===== config.mk =====
export PLATFORM = sky130hd
export DESIGN_NAME = sccb_apb_bridge
export DESIGN_NICKNAME = d
export VERILOG_FILES = /design/src/verilog/sccb_pkg.sv /design/src/verilog/sccb_ifs.sv /design/src/verilog/sccb_frame_decoder.sv /design/src/verilog/sccb_apb_requester.sv /design/src/verilog/sccb_completion_encoder.sv /design/src/verilog/sccb_apb_bridge.sv
export VERILOG_INCLUDE_DIRS = /design/src /design/src/verilog
export SDC_FILE = /design/constraint.sdc
export NUM_CORES = 1
export LEC_CHECK = 0
export CAP_MARGIN = 0
export CORE_UTILIZATION = 55
export CTS_BUF_LIST = sky130_fd_sc_hd__clkbuf_2 sky130_fd_sc_hd__clkbuf_4 sky130_fd_sc_hd__clkbuf_8
export DETAILED_ROUTE_END_ITERATION = 6
export DONT_BUFFER_PORTS = 1
export PLACE_DENSITY = 0.81
export SYNTH_ARGS = -nofsm -noshare
export SYNTH_HDL_FRONTEND = slang
export SYNTH_SLANG_ARGS = --single-unit

===== constraint.sdc =====
create_clock -name rx_clk -period 7.31 [get_ports rx_clk]
set_input_delay 0.731 -clock rx_clk [delete_from_list [all_inputs] [get_ports rx_clk]]
set_output_delay 0.731 -clock rx_clk [all_outputs]
set_load 0.005 [all_outputs]

===== src/verilog/sccb_config.svh =====
`ifndef SCCB_CONFIG_SVH
`define SCCB_CONFIG_SVH

////////////////////
// Frame type bytes

// Header byte sits in lane 0 of the first word of every frame
`define SCCB_TYPE_APB_WRITE	8'hfb
`define SCCB_TYPE_APB_READ	8'h1c
`define SCCB_TYPE_COMP_DATA	8'hfd
`define SCCB_TYPE_COMP_EMPTY	8'hf7

// Sequence number byte, lane 1, always zero for now
`define SCCB_SEQ_NONE	8'h00

////////////////////
// Widths

`define SCCB_ADDR_WIDTH	32
`define SCCB_DATA_WIDTH	32
`define SCCB_WORD_BYTES	4

// Valid byte counts seen on the link
`define SCCB_NVALID_FULL	3'd4
`define SCCB_NVALID_HALF	3'd2
`define SCCB_NVALID_STATUS	3'd3

`endif


===== src/verilog/sccb_pkg.sv =====
`default_nettype none
`include "sccb_config.svh"

package sccb_pkg;

	// One word from or to the link layer, lane 0 in the low byte
	typedef logic [8*`SCCB_WORD_BYTES-1:0] link_word_t;

	// Count of valid bytes in a link word, 0 to 4
	typedef logic [$clog2(`SCCB_WORD_BYTES+1)-1:0] byte_count_t;

	// APB payload types
	typedef logic [`SCCB_ADDR_WIDTH-1:0] apb_addr_t;
	typedef logic [`SCCB_DATA_WIDTH-1:0] apb_data_t;
	typedef logic [`SCCB_DATA_WIDTH/8-1:0] apb_strb_t;

	// Request frame parser, one state per word
	typedef enum logic [2:0] {
		DEC_IDLE,
		DEC_WR_ADDR,
		DEC_WR_DATA,
		DEC_RD_ADDR,
		DEC_WAIT_VERDICT
	} decode_state_t;

	// APB requester phases
	typedef enum logic [1:0] {
		APB_IDLE,
		APB_SETUP,
		APB_ACCESS
	} apb_state_t;

	// Completion frame output
	typedef enum logic {
		ENC_IDLE,
		ENC_SECOND
	} encode_state_t;

endpackage

`default_nettype wire


===== src/verilog/sccb_ifs.sv =====
`timescale 1ns/1ns
`default_nettype none

////////////////////
// Link receive words

interface rx_link_if;
	logic link_up;
	logic start;
	logic valid;
	sccb_pkg::byte_count_t nvalid;
	sccb_pkg::link_word_t data;
	logic commit;
	logic drop;

	modport source (output link_up, start, valid, nvalid, data, commit, drop);
	modport sink (input link_up, start, valid, nvalid, data, commit, drop);
endinterface

////////////////////
// Decoded APB command

interface apb_cmd_if;
	// Single cycle strobe, fields stay stable while it is high
	logic cmd_valid;
	logic write;
	sccb_pkg::apb_addr_t addr;
	sccb_pkg::apb_data_t wdata;
	sccb_pkg::apb_strb_t strb;
	// Requester has a transfer or completion in flight
	logic busy;

	modport source (output cmd_valid, write, addr, wdata, strb, input busy);
	modport sink (input cmd_valid, write, addr, wdata, strb, output busy);
endinterface

////////////////////
// APB result

interface cpl_if;
	logic cpl_valid;
	logic has_data;
	logic success;
	sccb_pkg::apb_data_t data;

	modport source (output cpl_valid, has_data, success, data);
	modport sink (input cpl_valid, has_data, success, data);
endinterface

`default_nettype wire


===== src/verilog/sccb_frame_decoder.sv =====
`timescale 1ns/1ns
`default_nettype none
`include "sccb_config.svh"

module sccb_frame_decoder (
	input wire rx_clk,
	input wire rst_n,
	rx_link_if.sink link,
	apb_cmd_if.source cmd
);

	sccb_pkg::decode_state_t state;

	// Continuation word with no stray start or verdict alongside
	logic mid_word_ok;

	// Type byte of the first word
	logic is_write;

	assign mid_word_ok = link.valid && !link.start && !link.commit && !link.drop;
	assign is_write = (link.data[7:0] == `SCCB_TYPE_APB_WRITE);

	////////////////////
	// Frame state machine

	always_ff @(posedge rx_clk) begin
		if (!rst_n) begin
			state <= sccb_pkg::DEC_IDLE;
			cmd.cmd_valid <= 1'b0;
		end else begin
			cmd.cmd_valid <= 1'b0;
			case (state)
				sccb_pkg::DEC_IDLE: begin
					// Only a full first word can open a request
					if (link.start && link.valid && !cmd.busy &&
						link.nvalid == `SCCB_NVALID_FULL) begin
						case (link.data[7:0])
							`SCCB_TYPE_APB_WRITE: state <= sccb_pkg::DEC_WR_ADDR;
							`SCCB_TYPE_APB_READ: state <= sccb_pkg::DEC_RD_ADDR;
							// Completions and unknown types are skipped
							default: state <= sccb_pkg::DEC_IDLE;
						endcase
					end
				end
				sccb_pkg::DEC_WR_ADDR: begin
					if (mid_word_ok && link.nvalid == `SCCB_NVALID_FULL)
						state <= sccb_pkg::DEC_WR_DATA;
					else
						state <= sccb_pkg::DEC_IDLE;
				end
				sccb_pkg::DEC_WR_DATA,
				sccb_pkg::DEC_RD_ADDR: begin
					// Last word carries two bytes
					if (mid_word_ok && link.nvalid == `SCCB_NVALID_HALF)
						state <= sccb_pkg::DEC_WAIT_VERDICT;
					else
						state <= sccb_pkg::DEC_IDLE;
				end
				sccb_pkg::DEC_WAIT_VERDICT: begin
					if (link.commit && !link.drop) begin
						// Hand the command on unless the requester is still working
						cmd.cmd_valid <= link.link_up && !cmd.busy;
						state <= sccb_pkg::DEC_IDLE;
					end else if (link.drop || link.valid || link.start) begin
						// Dropped, or extra words, either way the frame is gone
						state <= sccb_pkg::DEC_IDLE;
					end
				end
				default: state <= sccb_pkg::DEC_IDLE;
			endcase

			// Link down kills any frame in progress
			if (!link.link_up)
				state <= sccb_pkg::DEC_IDLE;
		end
	end

	////////////////////
	// Byte lane capture

	always_ff @(posedge rx_clk) begin
		case (state)
			sccb_pkg::DEC_IDLE: begin
				if (link.start) begin
					// Lanes 2 and 3 hold the high address half, MSB first
					cmd.addr[31:24] <= link.data[23:16];
					cmd.addr[23:16] <= link.data[31:24];
					cmd.write <= is_write;
					cmd.strb <= is_write ? '1 : '0;
					cmd.wdata <= '0;
				end
			end
			sccb_pkg::DEC_WR_ADDR: begin
				cmd.addr[15:8] <= link.data[7:0];
				cmd.addr[7:0] <= link.data[15:8];
				cmd.wdata[31:24] <= link.data[23:16];
				cmd.wdata[23:16] <= link.data[31:24];
			end
			sccb_pkg::DEC_WR_DATA: begin
				cmd.wdata[15:8] <= link.data[7:0];
				cmd.wdata[7:0] <= link.data[15:8];
			end
			sccb_pkg::DEC_RD_ADDR: begin
				cmd.addr[15:8] <= link.data[7:0];
				cmd.addr[7:0] <= link.data[15:8];
			end
			default: begin
			end
		endcase
	end

endmodule

`default_nettype wire


===== src/verilog/sccb_apb_requester.sv =====
`timescale 1ns/1ns
`default_nettype none

module sccb_apb_requester (
	input wire rx_clk,
	input wire rst_n,
	apb_cmd_if.sink cmd,
	cpl_if.source cpl,
	output logic psel,
	output logic penable,
	output logic pwrite,
	output sccb_pkg::apb_addr_t paddr,
	output sccb_pkg::apb_data_t pwdata,
	output sccb_pkg::apb_strb_t pstrb,
	input wire pready,
	input wire sccb_pkg::apb_data_t prdata,
	input wire pslverr
);

	sccb_pkg::apb_state_t state;

	// Busy from setup until the completion strobe has gone out
	assign cmd.busy = (state != sccb_pkg::APB_IDLE) || cpl.cpl_valid;

	////////////////////
	// APB phases

	always_ff @(posedge rx_clk) begin
		if (!rst_n) begin
			state <= sccb_pkg::APB_IDLE;
			psel <= 1'b0;
			penable <= 1'b0;
			cpl.cpl_valid <= 1'b0;
		end else begin
			cpl.cpl_valid <= 1'b0;
			case (state)
				sccb_pkg::APB_IDLE: begin
					if (cmd.cmd_valid) begin
						psel <= 1'b1;
						state <= sccb_pkg::APB_SETUP;
					end
				end
				// Setup is always exactly one cycle
				sccb_pkg::APB_SETUP: begin
					penable <= 1'b1;
					state <= sccb_pkg::APB_ACCESS;
				end
				// Completer stretches this with pready low
				sccb_pkg::APB_ACCESS: begin
					if (pready) begin
						psel <= 1'b0;
						penable <= 1'b0;
						cpl.cpl_valid <= 1'b1;
						state <= sccb_pkg::APB_IDLE;
					end
				end
				default: state <= sccb_pkg::APB_IDLE;
			endcase
		end
	end

	////////////////////
	// Command and result latches

	always_ff @(posedge rx_clk) begin
		// Decoder only strobes when we are idle
		if (cmd.cmd_valid && state == sccb_pkg::APB_IDLE) begin
			pwrite <= cmd.write;
			paddr <= cmd.addr;
			pwdata <= cmd.wdata;
			pstrb <= cmd.strb;
		end
		if (state == sccb_pkg::APB_ACCESS && pready) begin
			// Failed reads return no data, just the error status
			cpl.has_data <= !pwrite && !pslverr;
			cpl.success <= !pslverr;
			cpl.data <= prdata;
		end
	end

endmodule

`default_nettype wire


===== src/verilog/sccb_completion_encoder.sv =====
`timescale 1ns/1ns
`default_nettype none
`include "sccb_config.svh"

module sccb_completion_encoder (
	input wire rx_clk,
	input wire rst_n,
	cpl_if.sink cpl,
	output logic tx_ll_start,
	output sccb_pkg::byte_count_t tx_ll_nvalid,
	output sccb_pkg::link_word_t tx_ll_data
);

	sccb_pkg::encode_state_t state;

	// Low data half, sent in the second word of a data completion
	logic [15:0] low_half;

	////////////////////
	// Completion words

	always_ff @(posedge rx_clk) begin
		if (!rst_n) begin
			state <= sccb_pkg::ENC_IDLE;
			tx_ll_start <= 1'b0;
			tx_ll_nvalid <= '0;
			tx_ll_data <= '0;
		end else begin
			// Idle link cycles carry all zeros
			tx_ll_start <= 1'b0;
			tx_ll_nvalid <= '0;
			tx_ll_data <= '0;

			case (state)
				sccb_pkg::ENC_IDLE: begin
					if (cpl.cpl_valid) begin
						tx_ll_start <= 1'b1;
						tx_ll_data[15:8] <= `SCCB_SEQ_NONE;

						if (cpl.has_data) begin
							// Type, seq, then data MSB first
							tx_ll_nvalid <= `SCCB_NVALID_FULL;
							tx_ll_data[7:0] <= `SCCB_TYPE_COMP_DATA;
							tx_ll_data[23:16] <= cpl.data[31:24];
							tx_ll_data[31:24] <= cpl.data[23:16];
							state <= sccb_pkg::ENC_SECOND;
						end else begin
							// Status only, lane 2 is 1 on success
							tx_ll_nvalid <= `SCCB_NVALID_STATUS;
							tx_ll_data[7:0] <= `SCCB_TYPE_COMP_EMPTY;
							tx_ll_data[23:16] <= {7'd0, cpl.success};
						end
					end
				end

				// Tail of a data completion, two bytes
				sccb_pkg::ENC_SECOND: begin
					tx_ll_nvalid <= `SCCB_NVALID_HALF;
					tx_ll_data[7:0] <= low_half[15:8];
					tx_ll_data[15:8] <= low_half[7:0];
					state <= sccb_pkg::ENC_IDLE;
				end

				default: state <= sccb_pkg::ENC_IDLE;
			endcase
		end
	end

	////////////////////
	// Data hold

	// Only captured while idle, so the second word stays intact
	always_ff @(posedge rx_clk) begin
		if (cpl.cpl_valid && state == sccb_pkg::ENC_IDLE)
			low_half <= cpl.data[15:0];
	end

endmodule

`default_nettype wire


===== src/verilog/sccb_apb_bridge.sv =====
`timescale 1ns/1ns
`default_nettype none

module sccb_apb_bridge (
	input wire rx_clk,
	input wire rst_n,

	// Link layer receive side
	input wire rx_link_up,
	input wire rx_ll_start,
	input wire rx_ll_valid,
	input wire sccb_pkg::byte_count_t rx_ll_nvalid,
	input wire sccb_pkg::link_word_t rx_ll_data,
	input wire rx_ll_commit,
	input wire rx_ll_drop,

	// Link layer transmit side, no back-pressure
	output wire tx_ll_start,
	output wire sccb_pkg::byte_count_t tx_ll_nvalid,
	output wire sccb_pkg::link_word_t tx_ll_data,

	// APB requester
	output wire psel,
	output wire penable,
	output wire pwrite,
	output wire sccb_pkg::apb_addr_t paddr,
	output wire sccb_pkg::apb_data_t pwdata,
	output wire sccb_pkg::apb_strb_t pstrb,
	input wire pready,
	input wire sccb_pkg::apb_data_t prdata,
	input wire pslverr
);

	rx_link_if rx_link_i ();
	apb_cmd_if apb_cmd_i ();
	cpl_if cpl_i ();

	// Bundle the receive ports for the decoder
	assign rx_link_i.link_up = rx_link_up;
	assign rx_link_i.start = rx_ll_start;
	assign rx_link_i.valid = rx_ll_valid;
	assign rx_link_i.nvalid = rx_ll_nvalid;
	assign rx_link_i.data = rx_ll_data;
	assign rx_link_i.commit = rx_ll_commit;
	assign rx_link_i.drop = rx_ll_drop;

	sccb_frame_decoder decoder_i (
		.rx_clk(rx_clk),
		.rst_n(rst_n),
		.link(rx_link_i.sink),
		.cmd(apb_cmd_i.source)
	);

	sccb_apb_requester requester_i (
		.rx_clk(rx_clk),
		.rst_n(rst_n),
		.cmd(apb_cmd_i.sink),
		.cpl(cpl_i.source),
		.psel(psel),
		.penable(penable),
		.pwrite(pwrite),
		.paddr(paddr),
		.pwdata(pwdata),
		.pstrb(pstrb),
		.pready(pready),
		.prdata(prdata),
		.pslverr(pslverr)
	);

	sccb_completion_encoder encoder_i (
		.rx_clk(rx_clk),
		.rst_n(rst_n),
		.cpl(cpl_i.sink),
		.tx_ll_start(tx_ll_start),
		.tx_ll_nvalid(tx_ll_nvalid),
		.tx_ll_data(tx_ll_data)
	);

endmodule

`default_nettype wire


# Word-level counts from Yosys, hierarchy flattened
# Cells that the tools add are included.
# op_classes
eq_ne	15
n_bitwise	4
n_reduce_logical	45
muxes	30
# op_table
op	n
16-bit one-hot mux with 2 select lines	3
32-bit two-way mux	1
3-bit two-way mux	6
2-bit AND reduction	8
1-bit logical AND	14
3-bit one-hot mux with 4 select lines	1
2-bit nonzero test	5
3-bit by 2-bit == test with 1-bit output, second input constant	3
8-bit by 5-bit == test with 1-bit output, second input constant	1
8-bit == test, second input constant	1
4-bit two-way mux	2
8-bit two-way mux	1
1-bit two-way mux	7
3-bit == test, second input constant	2
1-bit zero test	6
2-bit two-way mux	3
2-bit != test, second input constant	3
1-bit one-hot mux with 2 select lines	3
2-bit one-hot mux with 3 select lines	1
3-bit one-hot mux with 2 select lines	1
3-bit AND reduction	2
2-bit OR reduction	3
1-bit inverter	4
2-bit one-hot mux with 2 select lines	1
other kinds (10)	12
# totals
regBits	234
out_inout_bits	107

# Depth between registers and ports, before layout
# Gate-level depths: netlist of the first run.
# logic_depth
ltp_word	7
mapped_depth	5

# Modules after synthesis
# Synthesis of the first run repeated with hierarchy kept, for this count alone.
# unflattened
hier_cells	369
area_unflattened_um2	7392.1
# modules_own_cells
module	seq_area_each_um2	n_inst	cells_per_inst	area_per_inst_um2
sccb_apb_requester	3193.1	1	127	3319.4
sccb_frame_decoder	2031.9	1	136	2524.9
sccb_completion_encoder	1221.2	1	106	1547.7

# Least setup slack after synthesis of the first run
# Ideal clock, no wire load.
# synth_path
path_kind	register to register
start	register requester_i.state[1]
end	register requester_i.paddr[0] (enable)
path_stages_with_launch	2
path_buffers	0
period_less_slack_ns	5.759
slack_ns	1.551
t_arrival_ns	5.174
cell_sequence	dfxtp_1 nor3b_1
# synth_between
elab_chain_len	2
# synth_lines
element	line_no	text
start, declared	sccb_apb_requester.sv:20	sccb_pkg::apb_state_t state;
start signal, assigned	sccb_apb_requester.sv:30	state <= sccb_pkg::APB_IDLE;
start signal, assigned	sccb_apb_requester.sv:40	state <= sccb_pkg::APB_SETUP;
start signal, assigned	sccb_apb_requester.sv:46	state <= sccb_pkg::APB_ACCESS;
2-bit zero test	sccb_apb_requester.sv:67	if (cmd.cmd_valid && state == sccb_pkg::APB_IDLE) begin
1-bit logical AND	sccb_apb_requester.sv:67	
end signal, assigned	sccb_apb_requester.sv:69	paddr <= cmd.addr;
end, declared	sccb_apb_requester.sv:12	output sccb_pkg::apb_addr_t paddr,
# Every way passes these cells.
# A chain may end at the register's enable or synchronous reset.

# Final worst setup path of the first run
# layout_path
start	register requester_i.state[1]
end	register requester_i.paddr[10] (enable)
# The elaborated chain is that of the path after synthesis.

==> results of run 1 <==
==> worst reg2reg max path: cells and delay by family, from the launching register on <==
| kind | cells | cell delay (ps) |
|---|---|---|
| and+or+nand+nor | 1 | 870 |
| buffers and inverters | 1 | 660 |
| DFF | 1 | 350 |
==> cells in the mapped netlist (2+ instances only) <==
master | instances | area share [%]
edfxtp_1 | 180 | 75
dfxtp_1 | 46 | 13
and2_1 | 24 | 2.1
and3_1 | 24 | 2.1
nand2_1 | 16 | 0.84
and2_2 | 13 | 1.4
clkbuf_1 | 7 | 0.37
inv_1 | 5 | 0.26
nor2_1 | 5 | 0.26
nor2b_1 | 5 | 0.44
buf_4 | 4 | 0.42
nor3_1 | 4 | 0.28
nor3b_1 | 4 | 0.42
a211oi_1 | 3 | 0.31
nor4bb_1 | 3 | 0.42
or3_1 | 3 | 0.26
a21o_1 | 2 | 0.21
nand3_1 | 2 | 0.14
nand3b_1 | 2 | 0.21
o21a_1 | 2 | 0.21
==> cell families (layout without fill, tap and decap cells) <==
group                  after synthesis  in the layout  synth area share [%]
AOI/OAI and AO/OA                   12             12                  1.24
DFF                                226            226                  88.1
buffers and inverters               17             69                  1.12
muxes                                1              1                 0.139
and+or+nand+nor                    110            110                  9.36
==> metrics by stage <==
step	hold slack (ps)	area, µm²	power (W)	std cells
floorplan	400	7180	0.00143	366
global placement	401	7370	0.00144	529
detailed placement	405	7370	0.00144	529
CTS	277	8040	0.00242	590
global route	273	8040	0.00247	590
finish	310	8040	0.00239	590
==> metal layers <==
metal | vias to the layer above | GRT usage (%)
met5 | - | 0
met4 | 0 | 7.09
met3 | 16 | 11.3
met2 | 182 | 27.9
met1 | 1439 | 17.6
li1 | 1416 | -
==> layout make-up <==
cell class | count | area [µm²] | share of cell area, %
clock inverters | 15 | 95.1 | 1.18
clock buffers | 46 | 571 | 7.10
multi-input cells | 123 | 788 | 9.81
well taps | 172 | 215 | 2.68
repair buffers | 3 | 22.5 | 0.280
flip-flops and latches | 226 | 6330 | 78.7
inverters | 5 | 18.8 | 0.234
==> report_power, final <==
part	leakage (nW)	switching [W]	internal, W
Combinational	0.505	0.00000662	0.00000216
Clock	0.349	0.000437	0.000545
Sequential	2.02	0.00000381	0.00140
==> worst max path at each step <==
stage	from	end	slack (ps)
3_3_place_gp	requester_i.state[1]	requester_i.paddr[5]	5160
2_1_floorplan	requester_i.state[1]	requester_i.paddr[0]	1550
4_1_cts	requester_i.state[1]	requester_i.pwdata[4]	5020
6_report	requester_i.state[1]	requester_i.paddr[10]	5030
5_1_grt	requester_i.state[1]	requester_i.pwdata[8]	4850
3_5_place_dp	requester_i.state[1]	requester_i.paddr[6]	5020
==> registers in the layout, indices dropped and copies added (netlist names), 2 cells and up <==
| register | flops |
|---|---|
| encoder_i.tx_ll_data | 32 |
| requester_i.pwdata | 32 |
| decoder_i.cmd.addr | 32 |
| requester_i.state | 2 |
| decoder_i.cmd.wdata | 32 |
| decoder_i.state | 3 |
| encoder_i.tx_ll_nvalid | 3 |
| encoder_i.low_half | 16 |
| requester_i.paddr | 32 |
| requester_i.cpl.data | 32 |
==> impl_results.md, run 1 <==
* Worst setup path class: reg -> reg
* RePlAce Congestion at 0.716
* First-pass iteration count of the detailed router at 4
* Root Driver: clkbuf_8
* GRT Util Overall at 17.3%
* Critical Path Max Stage Delay at between 800 and 900 ps
* Core area at 12,700 µm²
* Clock skew at roughly 13 ps
* WL/cell at approximately 19 µm
* Vias in the first global route at 3,163
* Setup WS pre-CTS at approximately 5000 ps
* Max layer used: met4
* R2R setup slack at 5030 ps
* DR DRC count at 0
* Vias/cell at 5.17
* Via count at ~3,100
* Row count at 41
* Overflow left after global routing at 0
* H-tree depth at 2
* Io pins at 183
* Synthesis Warnings at 0
* Dominant synthesized flop cell: edfxtp_1
* Reg2reg path depth at 2
* Final max-slew violation count at 0
* Final Net Count at 470
* TritonCTS buffer count at 35
* Wl on met1 at approximately 3.9 mm
* Post-synthesis cell count at 366
* Period utilization at 31.2%
* Hold worst-path end: requester_i.cpl.data[20]
* First-pass GRT wire length at about 17 mm
* Hold crit path type: in -> reg
* Synth async-reset ratio at 0%
* Final worst setup slack at 5030 ps
* Tmin final at 2280 ps
* Max Cap Viol at 0
* Outcome: finished clean
* Commonest non-fill, non-tap cells in the layout: 180 x edfxtp_1, 46 x dfxtp_1, 36 x clkbuf_8, 24 x and3_1, 24 x and2_1
* Setup TNS at 0 ps
* Worst EP arrival at 2410 ps
* CTS Hold Bufs at 0
* Max frequency at between 400 and 500 MHz
* Hold Crit Start: prdata[20]
* FF-to-FF End: requester_i.paddr[10]
* EDFF count, synth at 180
* IR drop worst, VDD at 205 µV
* # Post-CTS Setup Buffers at 0
* #FFs+latches synth at 226
* Startpoint Class: flop
* TritonCTS clock tree: built
* Syn Area/Cell at slightly below 20 µm²
* Worst-skew pair later-pin latency at 510 ps
* Hold depth at 0
* Worst rel slew slack at 29.9%
* Final ANT Viol Nets at 0
* Worst setup EP type: flop
* Yosys cell types at 32
* DR WL met2 at 5.64 mm
* Pwr dens at 298 nW/µm²
* Clock buffer depth at 3
* Share of post-route cells with drive strength above 1 at 17.5%
* Post-synthesis sequential area ratio at 88.1%
* Final setup vio count at 0
* CP cell instances: nor3b_2, buf_4
* DRT iter0 DRCs at 123
* Unrepaired setup endpoints after global routing: false
* Met3 wire len at 1.58 mm
* Final wirelength at 11.3 mm
* CTS Sinks at 226
* Die width at 116 µm
* Crit-path slowest cell: nor3b_2
* Largest net degree at the start of global routing at 54
* Final hold violations at 0
* Most common cell after layout, fill and taps aside: edfxtp_1
* Worst-path fanout max at between 50 and 60
* Transition time of the tightest slew-check pin at 1050 ps
* Worst path top cell family by delay: simple AND/OR/NAND/NOR gates
* Net Count, Synth at 442
* Initial core utilization at a little under three fifths
* Critical Path RT at 7440 ps
* DP HPWL at 7.71 mm
* Initial antenna violation count at 0
* Critical path buffer and inverter count at 1
* # diodes at 0
* Synthesized area at between 7000 and 8000 µm²
* CTS resizes at 0
* R2R Path Start: requester_i.state[1]
* Die ar. at 13,500 µm²
* Area growth from synthesis to layout at 12.0%
* Die Y at between 100 and 150 µm
* IO buf count at 0
* Layout fillers at between 800 and 900
* Core Util, Final at 63.4%
* Clock transition at path regs at roughly 60 ps
* Lkg Pwr at 2.87 nW
* Crit path depth at 2
Note: power is estimated with default switching activity, not from simulation.
==> run 2: changes to the inputs <==
- clock period: 7.31 -> 2.2 ns (I/O delays scaled with it)
==> run 2 against run 1 <==
Effect of this change:
- flip-flop and latch count unchanged
- final area grew 11%
- via count rose by 12%
- count of clock-buffer cells in the layout down 1
- utilization grew 6.8 points
- critical path type is now in -> reg
- critical endpoint is now decoder_i.state[1]
==> impl_results.md, run 2 (synthesis gave the netlist of run 1 again) <==
* Portion of total power attributed to the clock network at 41.4% (+0.4 points)
* Pwr dens at 924 nW/µm² (+210%)
* Area growth from synthesis to layout at 24.0%
* Max Cap Viol at 0 (unchanged)
* GRT Util Overall at 20.2% (+2.9 points)
* Clock transition at path regs at 70 ps (about the same)
* Die width at 116 µm (unchanged)
* IO buf count at 0 (unchanged)
* Max frequency at 496 MHz
* Initial antenna violation count at 0 (unchanged)
* Hold crit path type: in -> reg
* Worst setup path class: in -> reg
* R2R Path Start: decoder_i.state[0]
* Initial core utilization at 56.6% (unchanged)
* Largest net degree at the start of global routing at 66 (+22%)
* Hold slack at 49.7 ps (-260 ps)
* Final non-filler cell total at 670 (+14%)
* Transition time of the tightest slew-check pin at 514 ps (-532 ps)
* RePlAce Congestion at 0.708 (-1.2%)
* Final max-slew violation count at 0 (unchanged)
* Outcome: finished clean
* Worst EP arrival at 2430 ps (+20 ps)
* Worst Setup EP: decoder_i.state[1]
* Final worst setup slack at 185 ps (-4850 ps)
* CTS Sinks at 226 (unchanged)
* Vias/cell at 5.11 (-1.2%)
* Worst rel slew slack at 65.7% (+36 points)
* Cells after DPL at 535 (+1.1%)
* TritonCTS clock tree: built
* Critical Path RT at 2620 ps (-4820 ps)
* Worst-skew pair later-pin latency at 510 ps (about the same)
* Final ANT Viol Nets at 0 (unchanged)
* CTS resizes at 0 (unchanged)
* Layout fillers at 780 (-13%)
* Commonest non-fill, non-tap cells in the layout: 180 x edfxtp_1, 78 x dlygate4sd3_1, 44 x dfxtp_1, 37 x clkbuf_8
* Final wirelength at 13.1 mm (+16%)
* WL/cell at 19.5 µm (+2.0%)
* Switching power at 0.00156 W (+250%)
* Part of the power in registers at 56.6% (-2.0 points)
* Root Driver: clkbuf_8
* CP startpoint: rx_ll_commit
* Switching part of the total power at 18.9% (+0.24 points)
* Startpoint Class: input pin
* Overflow left after global routing at 0 (unchanged)
* TritonCTS buffer count at 35 (unchanged)
* Via count at 3,426 (+12%)
* Most common cell after layout, fill and taps aside: edfxtp_1
* First-pass iteration count of the detailed router at 5 (+1)
* Row count at 41 (unchanged)
* Final hold violations at 0 (unchanged)
* Setup TNS at 0 ps (unchanged)
* Unrepaired setup endpoints after global routing: false
* H-tree depth at 2 (unchanged)
* R2R setup slack at 260 ps (-4770 ps)
* DP HPWL at 7.51 mm (-2.6%)
* IR drop worst, VDD at 669 µV (+230%)
* Die Y at 116 µm (unchanged)
* Reg2reg path depth at 5 (+3)
* Share of post-route cells with drive strength above 1 at 16.3% (-1.2 points)
* Tmin final at 2010 ps
* Io pins at 183 (unchanged)
* Die ar. at 13,500 µm² (unchanged)
* Pint at 0.00666 W (+240%)
* Clock skew at 26.4 ps (+13.8 ps)
* # diodes at 0 (unchanged)
* First-pass GRT wire length at 19.7 mm (+18%)
* Clock buffer depth at 3 (unchanged)
* FF-to-FF End: decoder_i.state[1]
* Lkg Pwr at 3.24 nW (+13%)
* DR DRC count at 0 (unchanged)
* Final Net Count at 554 (+18%)
* Core area at 12,700 µm² (unchanged)
* Vias in the first global route at 3,737 (+18%)
* Setup WS pre-CTS at 589 ps (-4440 ps)
* Final setup vio count at 0 (unchanged)
* Logic pwr share at 1.9% (+1.5 points)
* Period utilization at 91.6%
* DRT iter0 DRCs at 128 (+4.1%)
* Worst-path fanout max at 2 (-96%)
* Worst setup EP type: flop
==> run 2: cell types whose count changed in the layout (fill, tap and decap cells not counted), sizes merged <==
cell | before | now
buf | 3 | 9
bufinv | 1 | 2
clkinv | 12 | 8
dlygate4sd3 | 0 | 78
clkbuf | 46 | 45
==> run 2: power by group through the flow <==
stage / registers, W / clock network, W / logic (W)
CTS: 0.00465 / 0.00346 / 0.000155
global route: 0.00465 / 0.00369 / 0.000169
floorplan: 0.00474 / 0 / 0.0000239
finish: 0.00465 / 0.00341 / 0.000158
global placement: 0.00474 / 0 / 0.0000339
detailed placement: 0.00475 / 0 / 0.0000350
==> run 2: final cells by class <==
type / instances / area (µm²) / share of cell area (%)
clock inverter: 12 / 110 / 1.24
clock buffer: 45 / 569 / 6.40
tap: 172 / 215 / 2.42
timing repair buffer: 87 / 861 / 9.68
inverter: 5 / 18.8 / 0.211
multi-input combinational: 123 / 795 / 8.93
sequential: 226 / 6330 / 71.1
==> run 2: metrics by stage <==
stage	instance area [µm²]	util, %	total power (W)
finish	8900	70.2	0.00822
global route	8900	70.2	0.00851
CTS	8900	70.2	0.00827
detailed placement	7440	58.7	0.00478
global placement	7440	58.7	0.00477
floorplan	7190	-	0.00476
==> run 2: worst min-delay path by stage <==
stage | from | endpoint | slack (ps) | cells past startpoint
global route | rx_ll_data[1] | decoder_i.cmd.strb[2] | 20 | 2
global placement | prdata[10] | requester_i.cpl.data[10] | 320 | 0
floorplan | rx_ll_data[8] | decoder_i.cmd.addr[0] | 320 | 0
finish | rx_ll_data[1] | decoder_i.cmd.strb[2] | 50 | 2
detailed placement | prdata[24] | requester_i.cpl.data[24] | 320 | 0
CTS | rx_ll_data[1] | decoder_i.cmd.strb[2] | 20 | 2
==> run 2: per-layer routing <==
metal | up-vias | part of all wire, % | GRT usage, %
met5 | - | 0 | 0
met4 | 0 | 1.7 | 7.18
met3 | 21 | 9.5 | 9.55
met2 | 165 | 49 | 33.7
met1 | 1658 | 39 | 22.8
li1 | 1582 | - | -
==> run 2: worst max-delay path, cell delays in order <==
cell           delay [ps]
dlygate4sd3_1         560
nor3_1                160
dlygate4sd3_1         570
nand3_1                70
dlygate4sd3_1         590
a211oi_1              250
==> run 2: repair_timing <==
item                      CTS  global route
hold endpoints to repair  121             0
hold buffers               78             0
setup buffers               0             0
==> run 3: changes to the inputs <==
- CORE_UTILIZATION: 55 -> 40
- PLACE_DENSITY: 0.81 -> 0.65
==> run 3 against run 2 <==
Effect of this change:
- clock power up 5%
- count of clock-buffer cells in the layout up 9
- fmax up 1.4%
- first-iteration DRC count up 17%
- power up 2.2%
- worst hold slack better by 2.3 ps
- non-clock buffer count unchanged
- utilization down 18 points
- largest cell class unchanged
==> impl_results.md, run 3 (synthesis gave the netlist of run 1 again) <==
* Worst-path fanout max at 3 (+1)
* Hold crit path type: in -> reg
* Largest net degree at the start of global routing at 52 (-21%)
* Period utilization at 90.3% (-1.3 points)
* Final Net Count at 557 (+0.54%)
* Share of post-route cells with drive strength above 1 at 17.5% (+1.3 points)
* Worst-skew pair later-pin latency at 510 ps (about the same)
* Most common cell after layout, fill and taps aside: edfxtp_1
* Startpoint Class: input pin
* CTS resizes at 0 (unchanged)
* Die width at 136 µm (+17%)
* Setup TNS at 0 ps (unchanged)
* Root Driver: clkbuf_8
* Final ANT Viol Nets at 0 (unchanged)
* TritonCTS clock tree: built
* Final hold violations at 0 (unchanged)
* Vias/cell at 4.73 (-7.4%)
* Max frequency at 503 MHz (+1.4%)
* DR DRC count at 0 (unchanged)
* H-tree depth at 2 (unchanged)
* Row count at 48 (+17%)
* Clock transition at path regs at 60 ps (about the same)
* Critical Path RT at 2620 ps (about the same)
* GRT Util Overall at 15.0% (-5.2 points)
* Worst rel slew slack at 63.7% (-2.0 points)
* Commonest non-fill, non-tap cells in the layout: 180 x edfxtp_1, 77 x dlygate4sd3_1, 44 x dfxtp_1, 40 x clkbuf_8
* First-pass GRT wire length at 20.4 mm (+3.3%)
* DP HPWL at 7.93 mm (+5.5%)
* Overflow left after global routing at 0 (unchanged)
* Final setup vio count at 0 (unchanged)
* Initial antenna violation count at 0 (unchanged)
* TritonCTS buffer count at 38 (+8.6%)
* Vias in the first global route at 3,790 (+1.4%)
* Transition time of the tightest slew-check pin at 544 ps (+29.7 ps)
* Max Cap Viol at 0 (unchanged)
* Via count at 3,469 (+1.3%)
* Lkg Pwr at 3.27 nW (+0.92%)
* DRT iter0 DRCs at 150 (+17%)
* Unrepaired setup endpoints after global routing: false
* WL/cell at 18.6 µm (-4.5%)
* Outcome: finished clean
* Clock skew at 20.4 ps (-6.02 ps)
* IR drop worst, VDD at 623 µV (-6.9%)
* Core Util, Final at 51.8% (-18 points)
* First-pass iteration count of the detailed router at 4 (-1)
* Worst EP arrival at 2410 ps (-20 ps)
* Worst setup EP type: flop
* Power Total at 0.00840 W (+2.2%)
* Area growth from synthesis to layout at 25.7%
* Die ar. at 18,500 µm² (+37%)
* Tmin final at 1990 ps (-28.1 ps)
* Final wirelength at 13.6 mm (+4.5%)
* Core area at 17,400 µm² (+37%)
* Final worst setup slack at 213 ps (+28.1 ps)
* Final max-slew violation count at 0 (unchanged)
* Clock buffer depth at 3 (unchanged)
* Die Y at 136 µm (+17%)
* Initial core utilization at 41.2% (-15 points)
* IO buf count at 0 (unchanged)
* CTS Sinks at 226 (unchanged)
* Setup WS pre-CTS at 572 ps (-17.5 ps)
* RePlAce Congestion at 0.704 (-0.52%)
* Worst setup path class: in -> reg
* # diodes at 0 (unchanged)
* Pwr dens at 931 nW/µm² (+0.82%)
* Io pins at 183 (unchanged)
[run 3: repair_timing]
action	in CTS	in global routing
hold buffers	77	0
endpoints found under the hold margin	123	0
buffers inserted	0	0
[run 3: worst max-delay path: stages]
cell and delay, ps:
dlygate4sd3_1 580, nor3_1 160, dlygate4sd3_1 580, nand3_1 80, dlygate4sd3_1 580, a211oi_1 200
[run 3: cell type report]
class	count	area (µm²)
clock inverters	13	85.1
multi-input cells	123	795
well taps	225	282
repair buffers	87	858
fillers	1404	8390
clock buffers	54	656
flip-flops and latches	226	6330
inverters	5	18.8
[run 3: power by group]
part | total, W | leakage (nW) | switching [W] | internal, W
Clock | 0.00359 | 0.387 | 0.00156 | 0.00203
Combinational | 0.000158 | 0.862 | 0.0000597 | 0.0000984
Sequential | 0.00466 | 2.02 | 0.0000123 | 0.00464
[run 3: through the flow]
| step | std cells | hold WS [ps] | instance area, µm² |
|---|---|---|---|
| 6_report | 733 | 52.0 | 9020 |
| 5_1_grt | 733 | 50.2 | 9020 |
| 4_1_cts | 733 | 16.6 | 9020 |
| 3_5_place_dp | 589 | 319 | 7510 |
| 3_3_place_gp | 589 | 319 | 7510 |
| 2_1_floorplan | 366 | 319 | 7190 |
[run 3: final timing paths]
check | from | end | slack [ps] | cells past startpoint
hold / removal | rx_ll_data[5] | decoder_i.cmd.strb[2] | 50 | 2
setup reg to reg | decoder_i.state[0] | decoder_i.state[1] | 370 | 5
hold reg to reg | requester_i.cpl.data[9] | encoder_i.low_half[9] | 420 | 0
setup / recovery | rx_ll_drop | decoder_i.state[1] | 210 | 6
[run 3: metal layers]
metal  track usage [%]  routed length (µm)  part of all wire, %  up-vias
li1                  -                   -                    -     1601
met1              16.7                5320                   39     1666
met2              25.5                6740                   49      164
met3              5.82                1270                  9.3       38
met4              6.79                 323                  2.4        0
met5                 0                   0                    0        -
